`src/logic/axi_fifo_pkg.sv`:
```
`default_nettype none

package axi_fifo_pkg;

  // ------------------------------
  // Widths
  // ------------------------------
  localparam int ID_W        = 4;
  localparam int ADDR_W      = 32;
  localparam int DATA_W      = 32;
  localparam int LEN_W       = 8;
  localparam int USER_ADDR_W = 8;
  localparam int WORD_CNT_W  = 9;

  // FIFO geometry, depth is 2**FIFO_ADDR_W
  localparam int FIFO_ADDR_W        = 4;
  localparam int ALMOST_FULL_MARGIN = 3;

  localparam logic [1:0] RESP_OKAY = 2'b00;

  // ------------------------------
  // Bundles
  // ------------------------------

  // Address request, same layout on AR and AW
  typedef struct packed {
    logic [ID_W-1:0]   id;
    logic [ADDR_W-1:0] addr;
    logic [LEN_W-1:0]  len;
  } addr_req_t;

  // Burst currently owned by one beat engine
  typedef struct packed {
    logic              active;
    logic [ID_W-1:0]   id;
    logic [LEN_W-1:0]  len;
  } burst_t;

  // Command towards user logic
  typedef struct packed {
    logic [USER_ADDR_W-1:0] addr;
    logic [WORD_CNT_W-1:0]  word_size;
    logic                   read_enable;
    logic                   write_enable;
  } user_cmd_t;

endpackage

`default_nettype wire
```
`src/logic/axi_fifo_slave.sv`:
```
`default_nettype none

module axi_fifo_slave import axi_fifo_pkg::*; (
  input  logic              ACLK,
  input  logic              aresetn_rrr,
  // AXI address channels
  input  addr_req_t         ar_req,
  input  logic              ar_valid,
  output logic              ar_ready,
  input  addr_req_t         aw_req,
  input  logic              aw_valid,
  output logic              aw_ready,
  // AXI write data and response
  input  logic [DATA_W-1:0] w_data,
  input  logic              w_valid,
  output logic              w_ready,
  output logic              b_valid,
  output logic [ID_W-1:0]   b_id,
  output logic [1:0]        b_resp,
  input  logic              b_ready,
  // AXI read data
  output logic              r_valid,
  output logic [DATA_W-1:0] r_data,
  output logic [ID_W-1:0]   r_id,
  output logic [1:0]        r_resp,
  output logic              r_last,
  input  logic              r_ready,
  // User side
  input  logic              user_write_deq,
  output logic [DATA_W-1:0] user_write_data,
  output logic              user_write_empty,
  input  logic              user_read_enq,
  input  logic [DATA_W-1:0] user_read_data,
  output logic              user_read_almost_full,
  output user_cmd_t         user_cmd,
  input  logic              user_done
);

  burst_t            rd_burst;
  burst_t            wr_burst;
  logic              rd_finish;
  logic              wr_finish;
  logic              wr_fifo_enq;
  logic [DATA_W-1:0] wr_fifo_data;
  logic              wr_fifo_almost_full;
  logic              rd_fifo_deq;
  logic [DATA_W-1:0] rd_fifo_data;
  logic              rd_fifo_empty;

  burst_arbiter arb0 (
    .ACLK(ACLK), .aresetn_rrr(aresetn_rrr),
    .ar_req(ar_req), .ar_valid(ar_valid), .aw_req(aw_req), .aw_valid(aw_valid),
    .user_done(user_done), .rd_finish(rd_finish), .wr_finish(wr_finish),
    .ar_ready(ar_ready), .aw_ready(aw_ready),
    .rd_burst(rd_burst), .wr_burst(wr_burst), .user_cmd(user_cmd)
  );

  read_beat_engine rd_eng0 (
    .ACLK(ACLK), .aresetn_rrr(aresetn_rrr), .rd_burst(rd_burst),
    .fifo_data(rd_fifo_data), .fifo_empty(rd_fifo_empty), .r_ready(r_ready),
    .fifo_deq(rd_fifo_deq), .r_valid(r_valid), .r_data(r_data), .r_id(r_id),
    .r_resp(r_resp), .r_last(r_last), .rd_finish(rd_finish)
  );

  write_beat_engine wr_eng0 (
    .ACLK(ACLK), .aresetn_rrr(aresetn_rrr), .wr_burst(wr_burst),
    .w_data(w_data), .w_valid(w_valid), .fifo_almost_full(wr_fifo_almost_full),
    .b_ready(b_ready), .w_ready(w_ready), .fifo_enq(wr_fifo_enq),
    .fifo_data(wr_fifo_data), .b_valid(b_valid), .b_id(b_id), .b_resp(b_resp),
    .wr_finish(wr_finish)
  );

  // AXI to user
  data_fifo wr_fifo0 (
    .ACLK(ACLK), .aresetn_rrr(aresetn_rrr),
    .enq(wr_fifo_enq), .data_in(wr_fifo_data), .deq(user_write_deq),
    .data_out(user_write_data), .empty(user_write_empty),
    .almost_full(wr_fifo_almost_full)
  );

  // User to AXI
  data_fifo rd_fifo0 (
    .ACLK(ACLK), .aresetn_rrr(aresetn_rrr),
    .enq(user_read_enq), .data_in(user_read_data), .deq(rd_fifo_deq),
    .data_out(rd_fifo_data), .empty(rd_fifo_empty),
    .almost_full(user_read_almost_full)
  );

endmodule

`default_nettype wire

```
`src/logic/write_beat_engine.sv`:
```
`default_nettype none

module write_beat_engine import axi_fifo_pkg::*; (
  input  logic              ACLK,
  input  logic              aresetn_rrr,
  input  burst_t            wr_burst,
  input  logic [DATA_W-1:0] w_data,
  input  logic              w_valid,
  input  logic              fifo_almost_full,
  input  logic              b_ready,
  output logic              w_ready,
  output logic              fifo_enq,
  output logic [DATA_W-1:0] fifo_data,
  output logic              b_valid,
  output logic [ID_W-1:0]   b_id,
  output logic [1:0]        b_resp,
  output logic              wr_finish
);

  logic [LEN_W:0] beat_cnt;
  logic [LEN_W:0] beat_nxt;
  logic           w_take;

  assign w_take    = w_valid && w_ready;
  assign beat_nxt  = beat_cnt + w_take;
  assign b_resp    = RESP_OKAY;
  assign wr_finish = b_valid && b_ready;

  // ------------------------------
  // W acceptance and B response
  // ------------------------------
  always_ff @(posedge ACLK) begin
    if (!aresetn_rrr) begin
      beat_cnt <= '0;
      w_ready  <= 1'b0;
      fifo_enq <= 1'b0;
      b_valid  <= 1'b0;
    end else begin
      fifo_enq <= w_take;

      // Look at the count after this cycle so no beat is taken twice
      w_ready <= wr_burst.active && (beat_nxt <= {1'b0, wr_burst.len}) &&
                 !fifo_almost_full;

      if (!wr_burst.active) begin
        beat_cnt <= '0;
      end else begin
        beat_cnt <= beat_nxt;
      end

      // One response per burst
      if (w_take && (beat_cnt == {1'b0, wr_burst.len})) begin
        b_valid <= 1'b1;
      end else if (b_ready) begin
        b_valid <= 1'b0;
      end
    end
  end

  // Payload
  always_ff @(posedge ACLK) begin
    if (w_take) begin
      fifo_data <= w_data;
    end
    if (w_take && (beat_cnt == {1'b0, wr_burst.len})) begin
      b_id <= wr_burst.id;
    end
  end

endmodule

`default_nettype wire

```
`src/logic/read_beat_engine.sv`:
```
`default_nettype none

module read_beat_engine import axi_fifo_pkg::*; (
  input  logic              ACLK,
  input  logic              aresetn_rrr,
  input  burst_t            rd_burst,
  input  logic [DATA_W-1:0] fifo_data,
  input  logic              fifo_empty,
  input  logic              r_ready,
  output logic              fifo_deq,
  output logic              r_valid,
  output logic [DATA_W-1:0] r_data,
  output logic [ID_W-1:0]   r_id,
  output logic [1:0]        r_resp,
  output logic              r_last,
  output logic              rd_finish
);

  // Beats already loaded into the R register
  logic [LEN_W:0] beat_cnt;
  logic           more_beats;
  logic           out_free;

  assign more_beats = rd_burst.active && (beat_cnt <= {1'b0, rd_burst.len});
  assign out_free   = !r_valid || r_ready;
  assign fifo_deq   = more_beats && out_free && !fifo_empty;
  assign r_resp     = RESP_OKAY;

  // ------------------------------
  // R channel control
  // ------------------------------
  always_ff @(posedge ACLK) begin
    if (!aresetn_rrr) begin
      beat_cnt  <= '0;
      r_valid   <= 1'b0;
      r_last    <= 1'b0;
      rd_finish <= 1'b0;
    end else begin
      rd_finish <= r_valid && r_ready && r_last;

      if (!rd_burst.active) begin
        beat_cnt <= '0;
      end

      if (fifo_deq) begin
        r_valid  <= 1'b1;
        r_last   <= (beat_cnt == {1'b0, rd_burst.len});
        beat_cnt <= beat_cnt + 1'b1;
      end else if (r_ready) begin
        r_valid <= 1'b0;
        r_last  <= 1'b0;
      end
    end
  end

  // Beat payload
  always_ff @(posedge ACLK) begin
    if (fifo_deq) begin
      r_data <= fifo_data;
      r_id   <= rd_burst.id;
    end
  end

  a_r_hold : assert property (@(posedge ACLK) disable iff (!aresetn_rrr)
    (r_valid && !r_ready) |=> (r_valid && $stable(r_data) && $stable(r_last)));

endmodule

`default_nettype wire

```
`src/logic/burst_arbiter.sv`:
```
`default_nettype none

module burst_arbiter import axi_fifo_pkg::*; (
  input  logic      ACLK,
  input  logic      aresetn_rrr,
  input  addr_req_t ar_req,
  input  logic      ar_valid,
  input  addr_req_t aw_req,
  input  logic      aw_valid,
  input  logic      user_done,
  input  logic      rd_finish,
  input  logic      wr_finish,
  output logic      ar_ready,
  output logic      aw_ready,
  output burst_t    rd_burst,
  output burst_t    wr_burst,
  output user_cmd_t user_cmd
);

  logic idle;
  logic take_rd;
  logic take_wr;

  // One burst at a time, user_done acts as a hold-off
  assign idle    = !rd_burst.active && !wr_burst.active;
  assign take_rd = idle && ar_valid && !user_done;
  assign take_wr = idle && aw_valid && !user_done && !ar_valid;

  // ------------------------------
  // Burst ownership
  // ------------------------------
  always_ff @(posedge ACLK) begin
    if (!aresetn_rrr) begin
      ar_ready               <= 1'b0;
      aw_ready               <= 1'b0;
      rd_burst               <= '0;
      wr_burst               <= '0;
      user_cmd.read_enable   <= 1'b0;
      user_cmd.write_enable  <= 1'b0;
    end else begin
      // ready and enables are one-cycle pulses
      ar_ready              <= take_rd;
      aw_ready              <= take_wr;
      user_cmd.read_enable  <= take_rd;
      user_cmd.write_enable <= take_wr;

      if (take_rd) begin
        rd_burst <= '{active: 1'b1, id: ar_req.id, len: ar_req.len};
      end else if (rd_finish) begin
        rd_burst.active <= 1'b0;
      end

      if (take_wr) begin
        wr_burst <= '{active: 1'b1, id: aw_req.id, len: aw_req.len};
      end else if (wr_finish) begin
        wr_burst.active <= 1'b0;
      end
    end
  end

  // ------------------------------
  // Command register
  // ------------------------------
  always_ff @(posedge ACLK) begin
    if (take_rd) begin
      user_cmd.addr      <= ar_req.addr[USER_ADDR_W-1:0];
      user_cmd.word_size <= {1'b0, ar_req.len} + 1'b1;
    end else if (take_wr) begin
      user_cmd.addr      <= aw_req.addr[USER_ADDR_W-1:0];
      user_cmd.word_size <= {1'b0, aw_req.len} + 1'b1;
    end
  end

  a_one_burst : assert property (@(posedge ACLK) disable iff (!aresetn_rrr)
    !(rd_burst.active && wr_burst.active));

endmodule

`default_nettype wire

```
`src/logic/data_fifo.sv`:
```
`default_nettype none

module data_fifo import axi_fifo_pkg::*; (
  input  logic              ACLK,
  input  logic              aresetn_rrr,
  input  logic              enq,
  input  logic [DATA_W-1:0] data_in,
  input  logic              deq,
  output logic [DATA_W-1:0] data_out,
  output logic              empty,
  output logic              almost_full
);

  localparam int DEPTH = 1 << FIFO_ADDR_W;

  logic [DATA_W-1:0]      mem [DEPTH];
  logic [FIFO_ADDR_W-1:0] head;
  logic [FIFO_ADDR_W-1:0] tail;
  logic [FIFO_ADDR_W:0]   count;
  logic [FIFO_ADDR_W:0]   count_nxt;

  // Occupancy after this cycle's strobes
  always_comb begin
    count_nxt = count;
    if (enq && !deq) begin
      count_nxt = count + 1'b1;
    end else if (deq && !enq) begin
      count_nxt = count - 1'b1;
    end
  end

  // ------------------------------
  // Pointers and flags
  // ------------------------------
  always_ff @(posedge ACLK) begin
    if (!aresetn_rrr) begin
      head        <= '0;
      tail        <= '0;
      count       <= '0;
      empty       <= 1'b1;
      almost_full <= 1'b0;
    end else begin
      // Pointers wrap on their own at the depth
      if (enq) begin
        head <= head + 1'b1;
      end
      if (deq) begin
        tail <= tail + 1'b1;
      end
      count       <= count_nxt;
      empty       <= (count_nxt == '0);
      almost_full <= (count_nxt >= DEPTH - ALMOST_FULL_MARGIN);
    end
  end

  // Storage
  always_ff @(posedge ACLK) begin
    if (enq) begin
      mem[head] <= data_in;
    end
  end

  // First word falls through
  assign data_out = mem[tail];

  // ------------------------------
  // Checks
  // ------------------------------
  a_no_overflow : assert property (@(posedge ACLK) disable iff (!aresetn_rrr)
    enq |-> (count != DEPTH));

  a_no_underflow : assert property (@(posedge ACLK) disable iff (!aresetn_rrr)
    deq |-> !empty);

endmodule

`default_nettype wire

```
`config.mk`:
```
export PLATFORM = sky130hd
export DESIGN_NAME = axi_fifo_slave
export DESIGN_NICKNAME = d
export VERILOG_FILES = /design/src/logic/axi_fifo_pkg.sv /design/src/logic/axi_fifo_slave.sv /design/src/logic/write_beat_engine.sv /design/src/logic/read_beat_engine.sv /design/src/logic/burst_arbiter.sv /design/src/logic/data_fifo.sv
export SDC_FILE = /design/constraint.sdc
export NUM_CORES = 1
export LEC_CHECK = 0
export ABC_AREA = 1
export ABC_CLOCK_PERIOD_IN_PS = 5400
export BUFFER_PORTS_ARGS = -buffer_cell sky130_fd_sc_hd__clkbuf_2
export CAP_MARGIN = 30
export CORE_MARGIN = 3
export CORE_UTILIZATION = 55
export CTS_CLUSTER_DIAMETER = 200
export DETAILED_ROUTE_END_ITERATION = 12
export PLACE_DENSITY = 0.73
export SETUP_SLACK_MARGIN = 0.4
export SYNTH_ARGS = -nofsm -noshare
export SYNTH_HDL_FRONTEND = slang
export SYNTH_SLANG_ARGS = --single-unit
```
`constraint.sdc`:
```
create_clock -name ACLK -period 5.4 [get_ports ACLK]
set_input_delay 0.54 -clock ACLK [delete_from_list [all_inputs] [get_ports ACLK]]
set_output_delay 0.54 -clock ACLK [all_outputs]
set_load 0.01 [all_outputs]
```
==> flow_metrics.env, run 1 <==
export IMPL_period_needed_ps=3660
export IMPL_cts_setup_buffers=0
export IMPL_pre_cts_slack_ps=1850
export IMPL_skew_ps=26.5
export IMPL_drtIter0Drc=2876
export IMPL_wl_per_cell_um=22.0
export IMPL_synth_ff_latch_count=1199
export IMPL_grt_ovfl_total=0
export IMPL_root_buffer="clkbuf_16"
export IMPL_antenna_found_initial=10
export IMPL_drc=0
export IMPL_fp_dieH_um=299
export IMPL_grt_pass1_wl_um=161000
export IMPL_yosysWarnings=0
export IMPL_finalNetCount=3731
export IMPL_power_mw=19.0
export IMPL_irDropWorstVdd_mv=0.275
export IMPL_dieArea_mm2=0.0896
export IMPL_r2r_start="wr_eng0.w_ready$_SDFF_PN0_"
export IMPL_finalWirelength_um=105000
export IMPL_portBuffers=212
export IMPL_reg2reg_depth=16
export IMPL_min_path_type="input pin to flip-flop"
export IMPL_timing_fmax_mhz=273
export IMPL_final_common_cell="edfxtp_1"
export IMPL_die_x_um=299
export IMPL_p_per_area_mw_per_mm2=355
export IMPL_reg2reg_to="wr_eng0.w_ready$_SDFF_PN0_"
export IMPL_max_cap_violations=0
export IMPL_synth_adder_area_share_pct=0.899
export IMPL_rows=106
export IMPL_via_per_inst=5.81
export IMPL_clk_latency_ps=700
export IMPL_area_growth_pct=13.0
export IMPL_htreeDepth=3
export IMPL_via_count=27700
export IMPL_place_gp_congestion=0.783
export IMPL_worst_ep_required_time_ps=4860
export IMPL_syn_area_mm2=0.0473
export IMPL_critPathKind="flip-flop to primary output"
export IMPL_power_leakage_nw=18.1
export IMPL_cts_tree="yes"
export IMPL_syn_area_per_cell_um2=14.2
export IMPL_path_clk_slew_ps=60
export IMPL_whs_path_depth=1
export IMPL_slew_headroom_pct=26.6
export IMPL_core_area_mm2=0.0845
export IMPL_crit_path_start_kind="flip-flop"
export IMPL_numCtsBuffers=116
export IMPL_pin_count=265
export IMPL_synthCells=3337
export IMPL_fin_area_mm2=0.0535
export IMPL_dr_pass1_iters=6
export IMPL_fin_crit_sh_pct=67.8
export IMPL_synth_area_top_cells="edfxtp_1, mux2i_1, dfxtp_1"
export IMPL_rsz0062_at_grt="no"
export IMPL_status="completed"
export IMPL_yosysSeqAreaShare_pct=74.3
export IMPL_placed_area_mm2=0.0497
export IMPL_dpl_hpwl_um=54100
export IMPL_synth_distinct_cells=44
export IMPL_tns_ps=0
export IMPL_cp_arrival_ps=3120
export IMPL_track_usage_pct=23.4
export IMPL_min_to="wr_eng0.fifo_data[27]$_DFFE_PP_"
export IMPL_initial_core_util_pct=56.0
export IMPL_drive_above_1_share_pct=13.7
export IMPL_worst_pin_slew_ps=1100
export IMPL_cts_sinks=1199
export IMPL_final_cell_mix="edfxtp_1, o21ai_0, mux2i_1"
export IMPL_hold_violations=0
export IMPL_synth_compound_area_share_pct=10.1
export IMPL_cp_end_kind="primary output"
export IMPL_synth_top_family_by_area="compound AO/OA/AOI/OAI gates"
export IMPL_cts_path_max_buffers=3
export IMPL_yosys_area_share_simple_pct=5.57
export IMPL_r2r_slack_ps=2130
export IMPL_grt_max_degree=201
export IMPL_final_antenna_net_count=0
export IMPL_synthXorXnorAreaFrac_pct=0.370
export IMPL_min_delay_start="w_data[27]"
export IMPL_slew_viol_final=0
export IMPL_grt_pass1_vias=27100
export IMPL_setup_viol=0
export IMPL_fin_ws_ps=1740
export IMPL_synthMuxAreaShare_pct=5.02
export IMPL_yosys_area_top_type_share_pct=70.6
export IMPL_post_cts_resized=0
export IMPL_critPathMaxFanout=54
export IMPL_post_synth_top_area_cell="edfxtp_1"
[sequential cells by signal (all words and copies together) (netlist names), 9 cells and up, named ones only]
name / flops
arb0.rd_burst: 13
arb0.user_cmd: 17
arb0.wr_burst: 13
rd_eng0.beat_cnt: 9
rd_eng0.r_data: 32
rd_fifo0.mem: 512
wr_eng0.beat_cnt: 9
wr_eng0.fifo_data: 32
wr_fifo0.mem: 512
[how the worst max path moves through the flow]
stage                     cells past startpoint  slack [ps]                         end      start
after detailed placement                     17        1850  wr_eng0.w_ready$_SDFF_PN0_    w_valid
after CTS                                     7        1680         user_write_data[30]  flip-flop
after global placement                       17        1900  wr_eng0.w_ready$_SDFF_PN0_    w_valid
final                                         8        1740          user_write_data[4]  flip-flop
after floorplan                              15        2170  wr_eng0.w_ready$_SDFF_PN0_    w_valid
after global routing                          8        1560          user_write_data[4]  flip-flop
[Yosys cell counts (all sizes together)]
| master | n |
|---|---|
| dfxtp | 86 |
| conb | 1 |
| buf | 79 |
| a21oi | 183 |
| o211a | 1 |
| o21ai | 316 |
| or2 | 4 |
| a221oi | 2 |
| nor4 | 4 |
| clkinv | 1 |
| nor3b | 1 |
| nand4 | 5 |
| nor3 | 17 |
| o21a | 2 |
| xnor2 | 5 |
| nand2 | 222 |
| a31oi | 1 |
| inv | 221 |
| xor2 | 15 |
| o211ai | 144 |
| o221ai | 109 |
| mux2i | 236 |
| o22ai | 7 |
| o41ai | 1 |
| mux2 | 1 |
| edfxtp | 1113 |
| nor2 | 262 |
| o2111ai | 1 |
| nand3 | 117 |
| clkbuf | 129 |
| ha | 34 |
| nand3b | 1 |
| o32ai | 14 |
| a211oi | 2 |
[report_power, final]
part	internal (mW)	total [mW]	switching [mW]
clock	4.22	7.58	3.37
combinational	0.396	1.13	0.731
sequential	10.2	10.3	0.0780
[through the flow]
step	utilization [%]	hold WS [ps]	cells
2_1_floorplan	-	409	3340
3_3_place_gp	58.7	413	4533
3_5_place_dp	58.8	425	4536
4_1_cts	63.2	0.877	4766
5_1_grt	63.3	14.9	4771
6_report	63.3	28.7	4772
[critical path, stage by stage, from the launching register on]
cell      delay, ps
dfxtp_4         620
buf_16          320
buf_4           580
a21oi_1         100
o21ai_0         120
o21ai_0         110
o211ai_1        170
nand2_1         150
clkbuf_2        160
[repair_timing]
action,CTS,global route
setup endpoints to repair,0,0
endpoints found under the hold margin,13,0
hold buffers,13,0
[cells by family (layout without fill, tap and decap cells)]
group,Yosys count,in the layout
other,1,8
AO/OA/AOI/OAI,783,783
AND/OR/NAND/NOR,633,633
flip-flops,1199,1199
buffers and inverters,430,724
adder cells (fa/ha/maj),34,34
multiplexers,237,237
XOR/XNOR,20,20
[final cells by class]
cell class | count | area [µm²]
diodes | 4 | 10.0
multi-input cells | 1711 | 10700
well taps | 1134 | 1420
repair buffers | 285 | 1800
clock inverters | 68 | 467
clock buffers | 149 | 3120
inverters | 222 | 841
fillers | 6042 | 31000
flip-flops and latches | 1199 | 35200
[layer usage]
metal	GRT usage, %	routed length (µm)	vias up
li1	-	-	12900
met1	33.0	44500	13600
met2	37.6	50000	1082
met3	4.61	8620	159
met4	6.08	2040	12
met5	0	85	-
Power figures use the tool's default switching activity.
==> inputs of run 2 (changes only) <==
ABC_CLOCK_PERIOD_IN_PS = 3300   (was 5400)
PLACE_DENSITY = 0.76   (was 0.73)
clock period = 3.3 ns   (was 5.4 ns; I/O delays follow)
==> flow_metrics.env, run 2 (synthesized netlist as in run 1, its figures left out) <==
export IMPL_portBuffers=212
export IMPL_cts_setup_buffers=0
export IMPL_fp_dieH_um=299
export IMPL_rows=106
export IMPL_wl_per_cell_um=22.3
export IMPL_period_needed_ps=2840
export IMPL_fin_crit_sh_pct=86.1
export IMPL_clk_latency_ps=710
export IMPL_grt_max_degree=163
export IMPL_grt_ovfl_total=0
export IMPL_cts_sinks=1199
export IMPL_track_usage_pct=23.5
export IMPL_via_per_inst=5.88
export IMPL_fin_cells=4880
export IMPL_status="completed"
export IMPL_grt_pass1_wl_um=162000
export IMPL_nFillCells=5745
export IMPL_max_cap_violations=0
export IMPL_finalNetCount=3838
export IMPL_slew_viol_final=0
export IMPL_worst_pin_slew_ps=842
export IMPL_largest_registers="rd_fifo0.mem: 512 flops, wr_fifo0.mem: 512 flops"
export IMPL_finalWirelength_um=109000
export IMPL_critPathMaxFanout=62
export IMPL_worst_ep_required_time_ps=2970
export IMPL_htreeDepth=3
export IMPL_die_x_um=299
export IMPL_final_common_cell="edfxtp_1"
export IMPL_cts_path_max_buffers=3
export IMPL_hold_violations=0
export IMPL_crit_path_start_kind="flip-flop"
export IMPL_setup_viol=0
export IMPL_pin_count=265
export IMPL_dpl_hpwl_um=56500
export IMPL_tns_ps=0
export IMPL_timing_fmax_mhz=352
export IMPL_cts_tree="yes"
export IMPL_critPathKind="flip-flop to primary output"
export IMPL_path_clk_slew_ps=60
export IMPL_dr_pass1_iters=5
export IMPL_numCtsBuffers=116
export IMPL_drive_above_1_share_pct=14.3
export IMPL_grt_pass1_vias=28100
export IMPL_irDropWorstVdd_mv=0.534
export IMPL_place_gp_congestion=0.777
export IMPL_power_leakage_nw=18.7
export IMPL_dieArea_mm2=0.0896
export IMPL_root_buffer="clkbuf_16"
export IMPL_cp_end_kind="primary output"
export IMPL_antenna_found_initial=6
export IMPL_area_growth_pct=16.1
export IMPL_via_count=28700
export IMPL_rsz0062_at_grt="yes"
export IMPL_slew_headroom_pct=43.8
export IMPL_p_per_area_mw_per_mm2=584
export IMPL_final_cell_mix="edfxtp_1, o21ai_0, mux2i_1"
export IMPL_final_antenna_net_count=0
export IMPL_drc=0
export IMPL_placed_cells=4557
export IMPL_cp_arrival_ps=2510
export IMPL_drtIter0Drc=2848
export IMPL_skew_ps=41.8
export IMPL_core_area_mm2=0.0845
export IMPL_initial_core_util_pct=56.0
export IMPL_min_path_type="input pin to flip-flop"
-- run 2: cell count changes in the layout (fill, tap and decap cells not counted), sizes merged --
cell,before,now
buf,60,79
bufinv,3,15
clkbuf,361,352
clkinv,58,62
diode,4,5
dlygate4sd3,13,96
inv,226,224
-- run 2: critical path, stage by stage, from the launching register on --
cell and delay [ps]:
dfxtp_4 560, buf_8 480, o211ai_1 210, o211ai_1 150, nand2_1 200, clkbuf_2 180
-- run 2: path summary, 6_finish.rpt --
| check | from | to | slack (ps) | cells past startpoint |
|---|---|---|---|---|
| worst max-delay path | flip-flop | user_write_data[30] | 460 | 5 |
| worst min-delay path | user_read_data[23] | rd_fifo0.mem[5][23]$_DFFE_PP_ | 20 | 1 |
| worst min register to register | arb0.wr_burst[11]$_SDFFE_PN0P_ | wr_eng0.b_id[3]$_DFFE_PP_ | 430 | 0 |
| worst max register to register | wr_eng0.w_ready$_SDFF_PN0_ | wr_eng0.w_ready$_SDFF_PN0_ | 760 | 15 |
-- run 2: per-stage QoR --
stage | util (%) | hold WS [ps] | area, µm² | setup WS [ps] | power (mW)
finish | 65.0 | 22.9 | 55000 | 460 | 32.1
CTS | 64.9 | 1.52 | 54800 | 337 | 32.2
global placement | 59.1 | 413 | 50000 | 609 | 18.9
floorplan | - | 409 | 47300 | 402 | 18.4
global route | 65.0 | 42.9 | 54900 | 356 | 33.0
detailed placement | 59.1 | 417 | 50000 | 608 | 19.0
-- run 2: layout make-up --
type,instances,area [µm²],share of cell area (%)
clock buffer,135,2980,5.43
inverter,222,852,1.55
sequential,1199,35200,64.0
antenna,5,12.5,0.0228
tap,1134,1420,2.58
multi-input combinational,1711,10700,19.4
clock inverter,82,855,1.56
timing repair buffer,392,3010,5.48
-- run 2: what timing repair did --
| item | 4_1_cts | 5_1_grt |
|---|---|---|
| hold endpoints to repair | 299 | 0 |
| hold buffers | 96 | 0 |
| endpoints found under the setup margin | 25 | 18 |
| cloned | 0 | 5 |
| pin swaps | 0 | 0 |
| resized for setup | 6 | 6 |
-- run 2: where the power goes --
group,switching [mW],total [mW],internal (mW)
clock,5.59,13.2,7.66
combinational,1.29,2.03,0.741
sequential,0.106,16.8,16.7
-- run 2: metal layers --
layer | vias up | wire length, µm | GRT usage (%)
li1 | 13100 | - | -
met1 | 14100 | 43700 | 31.3
met2 | 1228 | 53800 | 39.2
met3 | 231 | 8010 | 4.01
met4 | 2 | 3290 | 8.66
met5 | - | 7 | 0
